File: src/hw/exmem_config.svh
`ifndef EXMEM_CONFIG_SVH
`define EXMEM_CONFIG_SVH
`default_nettype none

`define EXMEM_XLEN     32   // data path width
`define EXMEM_SRAM_AW  10   // word address bits of the data ram
`define EXMEM_ALU_OPS  19   // one-hot alu op width

// bit positions inside the one-hot alu op
`define EXMEM_OP_ADD    0
`define EXMEM_OP_SUB    1
`define EXMEM_OP_SLT    2
`define EXMEM_OP_SLTU   3
`define EXMEM_OP_AND    4
`define EXMEM_OP_OR     5
`define EXMEM_OP_NOR    6
`define EXMEM_OP_XOR    7
`define EXMEM_OP_SLL    8
`define EXMEM_OP_SRL    9
`define EXMEM_OP_SRA    10
`define EXMEM_OP_LUI    11
`define EXMEM_OP_MUL    12
`define EXMEM_OP_MULH   13
`define EXMEM_OP_MULHU  14
`define EXMEM_OP_DIV    15
`define EXMEM_OP_DIVU   16
`define EXMEM_OP_MOD    17
`define EXMEM_OP_MODU   18

`default_nettype wire
`endif

File: src/hw/exmem_pkg.sv
`include "exmem_config.svh"
`default_nettype none

package exmem_pkg;

    typedef logic [`EXMEM_XLEN-1:0]    word_t;
    typedef logic [4:0]                reg_addr_t;
    typedef logic [`EXMEM_ALU_OPS-1:0] alu_op_t;
    typedef logic [3:0]                byte_en_t;

    typedef enum logic [1:0] {
        DIV_IDLE,
        DIV_BUSY,
        DIV_DONE
    } div_state_t;

    // decoded instruction handed over by decode
    typedef struct packed {
        word_t     pc;
        alu_op_t   alu_op;
        word_t     alu_src1;
        word_t     alu_src2;
        word_t     rkd_value;      // store data
        logic      res_from_mem;   // load
        logic      mem_we;         // store
        logic      rf_we;
        reg_addr_t rf_waddr;
        logic      size_b;
        logic      size_h;         // neither set means word
        logic      load_unsigned;
    } id_to_ex_t;

    typedef struct packed {
        word_t     pc;
        logic      res_from_mem;
        logic      rf_we;
        reg_addr_t rf_waddr;
        word_t     alu_result;
        logic [1:0] byte_off;      // low address bits for load alignment
        logic      size_b;
        logic      size_h;
        logic      load_unsigned;
    } ex_to_mem_t;

    typedef struct packed {
        logic      res_from_mem;
        logic      rf_we;
        reg_addr_t rf_waddr;
        word_t     alu_result;
    } ex_fwd_t;

    typedef struct packed {
        word_t     pc;
        logic      rf_we;
        reg_addr_t rf_waddr;
        word_t     rf_wdata;
    } mem_to_wb_t;

endpackage

`default_nettype wire

File: src/hw/mem_stage.sv
`timescale 1ns/1ps
`default_nettype none

module mem_stage (
    input  logic                  clk,
    input  logic                  resetn,
    input  logic                  ex_to_mem_valid,
    input  exmem_pkg::ex_to_mem_t ex_to_mem_bus,
    input  exmem_pkg::word_t      sram_rdata,
    input  logic                  wb_allowin,
    output logic                  mem_allowin,
    output logic                  mem_to_wb_valid,
    output exmem_pkg::mem_to_wb_t mem_to_wb_bus
);

    logic                  mem_valid;
    exmem_pkg::ex_to_mem_t mem_inst;
    exmem_pkg::word_t      rdata_shift;
    exmem_pkg::word_t      load_data;

    assign mem_allowin     = ~mem_valid | wb_allowin;
    assign mem_to_wb_valid = mem_valid;

    always_ff @(posedge clk) begin
        if (!resetn) begin
            mem_valid <= 1'b0;
        end else if (mem_allowin) begin
            mem_valid <= ex_to_mem_valid;
        end
    end

    always_ff @(posedge clk) begin
        if (ex_to_mem_valid && mem_allowin) begin
            mem_inst <= ex_to_mem_bus;
        end
    end

    // bring the addressed byte or halfword down to bit 0
    assign rdata_shift = sram_rdata >> {mem_inst.byte_off, 3'b000};

    always_comb begin
        if (mem_inst.size_b) begin
            load_data = {{24{~mem_inst.load_unsigned & rdata_shift[7]}}, rdata_shift[7:0]};
        end else if (mem_inst.size_h) begin
            load_data = {{16{~mem_inst.load_unsigned & rdata_shift[15]}}, rdata_shift[15:0]};
        end else begin
            load_data = sram_rdata;   // word loads are already aligned
        end
    end

    assign mem_to_wb_bus.pc       = mem_inst.pc;
    assign mem_to_wb_bus.rf_we    = mem_inst.rf_we;
    assign mem_to_wb_bus.rf_waddr = mem_inst.rf_waddr;
    assign mem_to_wb_bus.rf_wdata = mem_inst.res_from_mem ? load_data : mem_inst.alu_result;

endmodule

`default_nettype wire

File: config.mk
export PLATFORM = sky130hd
export DESIGN_NAME = mem_stage
export DESIGN_NICKNAME = d
export VERILOG_FILES = /design/src/hw/exmem_pkg.sv /design/src/hw/mem_stage.sv
export VERILOG_INCLUDE_DIRS = /design/src /design/src/hw
export SDC_FILE = /design/constraint.sdc
export NUM_CORES = 1
export LEC_CHECK = 0
export BUFFER_PORTS_ARGS = -buffer_cell sky130_fd_sc_hd__buf_2
export CAP_MARGIN = 40
export CORE_ASPECT_RATIO = 0.6
export CORE_UTILIZATION = 49
export DETAILED_ROUTE_END_ITERATION = 8
export PLACE_DENSITY = 0.85
export REMOVE_ABC_BUFFERS = 1
export SETUP_SLACK_MARGIN = 0.3
export SLEW_MARGIN = 5
export SYNTH_ARGS = -nofsm -noshare
export SYNTH_HDL_FRONTEND = slang
export SYNTH_SLANG_ARGS = --single-unit
File: constraint.sdc
create_clock -name clk -period 8 [get_ports clk]
set_clock_uncertainty 0.2 [all_clocks]
set_input_delay 0.8 -clock clk [delete_from_list [all_inputs] [get_ports clk]]
set_output_delay 0.8 -clock clk [all_outputs]
set_load 0.01 [all_outputs]
==> impl_results.md <==
- H-tree levels: 3
- Area Growth Syn to Fin: 28.6%
- Register area share after synthesis: between 60% and 70%
- Antenna violations before repair: 1
- Crit-path cells: mux2_2 -> a221oi_2 -> nor4b_4 -> buf_6 -> a311o_1 -> buf_2
- Final Core Density: between 60 and 70%
- Cts-stage hold buffer count: 0
- Minimum clock period: ~3700 ps
- DRC viols: 0
- Combinational power share: between 10% and 20%
- Cell accounting for the most synthesized area: edfxtp_1
- HPWL after DPL: ~6.7 mm
- Pins Over Slew Limit: 0
- Pwr dens: 221 nW/um^2
- Final #Nets: between 500 and 600
- Critical path endpoint category: output port
- Row count: 23
- Slowest CP cell: edfxtp_1
- Synth area leaders: edfxtp_1 (63%), buf_4 (8.1%), nor2b_1 (4.5%)
- Via density: roughly 5.4
- Number of cells upsized or downsized after cts: 0
- Max-cap violations: 0
- Post-Syn Area: about 3600 sq um
- Switching share of total power: between 20% and 30%
- Flop pwr share: 46.7%
- Worst min path class: flip-flop to flip-flop
- Adder and majority gate portion of the synthesized area: 0%
- RSZ-0062 raised after global routing: no
- Pre-CTS setup slack: roughly 4700 ps
- Largest stage delay on the critical path: 880 ps
- Internal power: ~790 uW
- Worst VDD drop: ~180 uV
- CTS tree: built
- Die width: 113 um
- Clk pin slew, worst setup/hold paths: ~60 ps
- # setup viols final: 0
- Synth cell types: 29
- Clock Sink Count: 77
- Most common cell after layout, fill and taps aside: buf_2
- Die area: 7780 sq um
- Crit path launch type: flip-flop
- Post-CTS Setup Bufs: 0
- Avg WL per Cell: approximately 18 um
- Compound-gate portion of the synthesized area: roughly 15%
- Worst-Margin Slew: between 800 and 900 ps
- Clock tree buffer depth: 2
- Share of the synthesized area in the top cell type: 62.8%
- Num CTS Buffers: 9
- Wire length on met1: between 3 and 4 mm
- Outcome: finished clean
- CTS root buf: clkbuf_16
- FMAX: approximately 270 MHz
- Ys Warns: 0
- Seq cells post-synth: between 70 and 80
- Initial Util: 52.6%
- Clock power frac: between 30 and 40%
- DR WL met3: ~800 um
- Syn Area/Cell: ~14 sq um
- DR top layer: met5
- Net Sw Power: about 250 uW
- Xor/xnor share of the synthesized area: 0%
- Routability cong.: 0.808
- Antenna diodes: 0
- Worst slew margin: a little under half
- Overflow after GRT: 0
- Non-filler cells, final: around 500
- Post-Synth Simple-Gate Area: between 7 and 8%
- Die height: between 60 and 70 um
- Cells after Synth: between 200 and 300
- Cells after DPL: 481
- IO Count: between 150 and 200
- 1st-iter DRT viols: 100
- Setup TNS: 0 ps
- Kind of critical path: flip-flop to output port
- Core region area: ~6900 sq um
- Via count: around 2700
- Port bufs: ~180
- Most frequent cells in the layout: buf_2 (183), edfxtp_1 (76), nor2b_1 (26)
- Final hold violation count: 0
- Pre-antenna DRT Iters: 5
- Fin crit share: 45.9%
- Post-route ant nets: 0
- Crit path required time: 7000 ps
- Peak fanout along the critical path: 23
- Met2 wire length: 4.46 mm
- Hold_ws: roughly 380 ps
- Routed Wire Length: ~8.9 mm
- Largest net degree at the start of global routing: 58
- Arrival @ worst endpoint: 2670 ps
- Vias in the first global route: between 2000 and 3000
- Mux contribution to synthesized area: between 4 and 5%
- GRT Util Overall: a little under a quarter
- Share of cells above drive strength 1: about half
- Main combinational cell family by area after synthesis: compound AO/OA/AOI/OAI gates
- Lkg Pwr: around 0.002 uW
- First-pass GRT wire length: approximately 13 mm
- Setup ws final: between 4000 and 5000 ps
- Clock latency on the worst-skew pair: around 330 ps
==> path summary, 6_finish.rpt <==
path              cells past startpoint            start           endpoint  slack, ps
setup / recovery                      6      mem_inst[3]  mem_to_wb_bus[19]       4330
hold / removal                        2  mem_to_wb_valid    mem_to_wb_valid        380
setup reg to reg                      3  mem_to_wb_valid       mem_inst[28]       6330
hold reg to reg                       2  mem_to_wb_valid    mem_to_wb_valid        380
==> metal layers <==
metal	GRT usage (%)	up-vias
met4	8.72	2
met1	25.6	1279
met5	0	-
li1	-	1268
met2	39.8	118
met3	9.27	8
==> power by group through the flow <==
stage | clock (uW) | combinational [uW] | sequential (uW)
floorplan | 0 | 61.9 | 500
global placement | 0 | 137 | 490
detailed placement | 0 | 145 | 491
CTS | 413 | 146 | 483
global route | 427 | 158 | 486
finish | 406 | 145 | 483
==> critical path: cells and delay by family (launching register included) <==
| family | cells | cell delay (ps) |
|---|---|---|
| AOI/OAI and AO/OA | 2 | 580 |
| buffers and inverters | 2 | 300 |
| DFF | 1 | 880 |
| muxes | 1 | 440 |
| and+or+nand+nor | 1 | 120 |
==> flip-flops by register name, indices dropped and copies added, names as in the netlist <==
name	count
mem_inst	38
mem_to_wb_bus	38
mem_to_wb_valid	1
==> cells by family after synthesis <==
logic type             count (synthesis)
buffers and inverters                 56
multiplexers                          13
AND/OR/NAND/NOR                       48
flip-flops                            77
AO/OA/AOI/OAI                         66
==> cell type report <==
| type | count | area [sq um] |
|---|---|---|
| repair buffers | 187 | 977 |
| flip-flops and latches | 77 | 2300 |
| inverters | 3 | 11.3 |
| well taps | 87 | 109 |
| clock buffers | 10 | 229 |
| multi-input cells | 127 | 973 |
| clock inverters | 6 | 72.6 |
| fillers | 527 | 2230 |
==> stage by stage <==
| step | total power [uW] | instance area [sq um] |
|---|---|---|
| after global routing | 1070 | 4670 |
| final | 1030 | 4670 |
| after CTS | 1040 | 4670 |
| after floorplan | 562 | 3280 |
| after global placement | 628 | 4320 |
| after detailed placement | 636 | 4370 |
==> cell usage after synthesis <==
cell       instances
buf_2              1
mux2i_1            2
inv_1              2
o22a_1             8
and2_1             1
nor2_1            17
a21boi_0           1
o22ai_1            8
a311o_1           16
a221oi_2           2
nor4b_4            1
a21oi_1            8
nand2_1            1
inv_2              1
nand2b_1           1
mux4_2             1
nor2b_1           26
buf_6              1
nand3b_1           1
o21a_1             1
mux2_1             9
a211oi_1           8
a22oi_1            7
dfxtp_1            1
buf_4             39
clkbuf_1          12
a2bb2oi_1          7
edfxtp_1          76
mux2_2             1
Note: power is estimated with default switching activity, not from simulation.
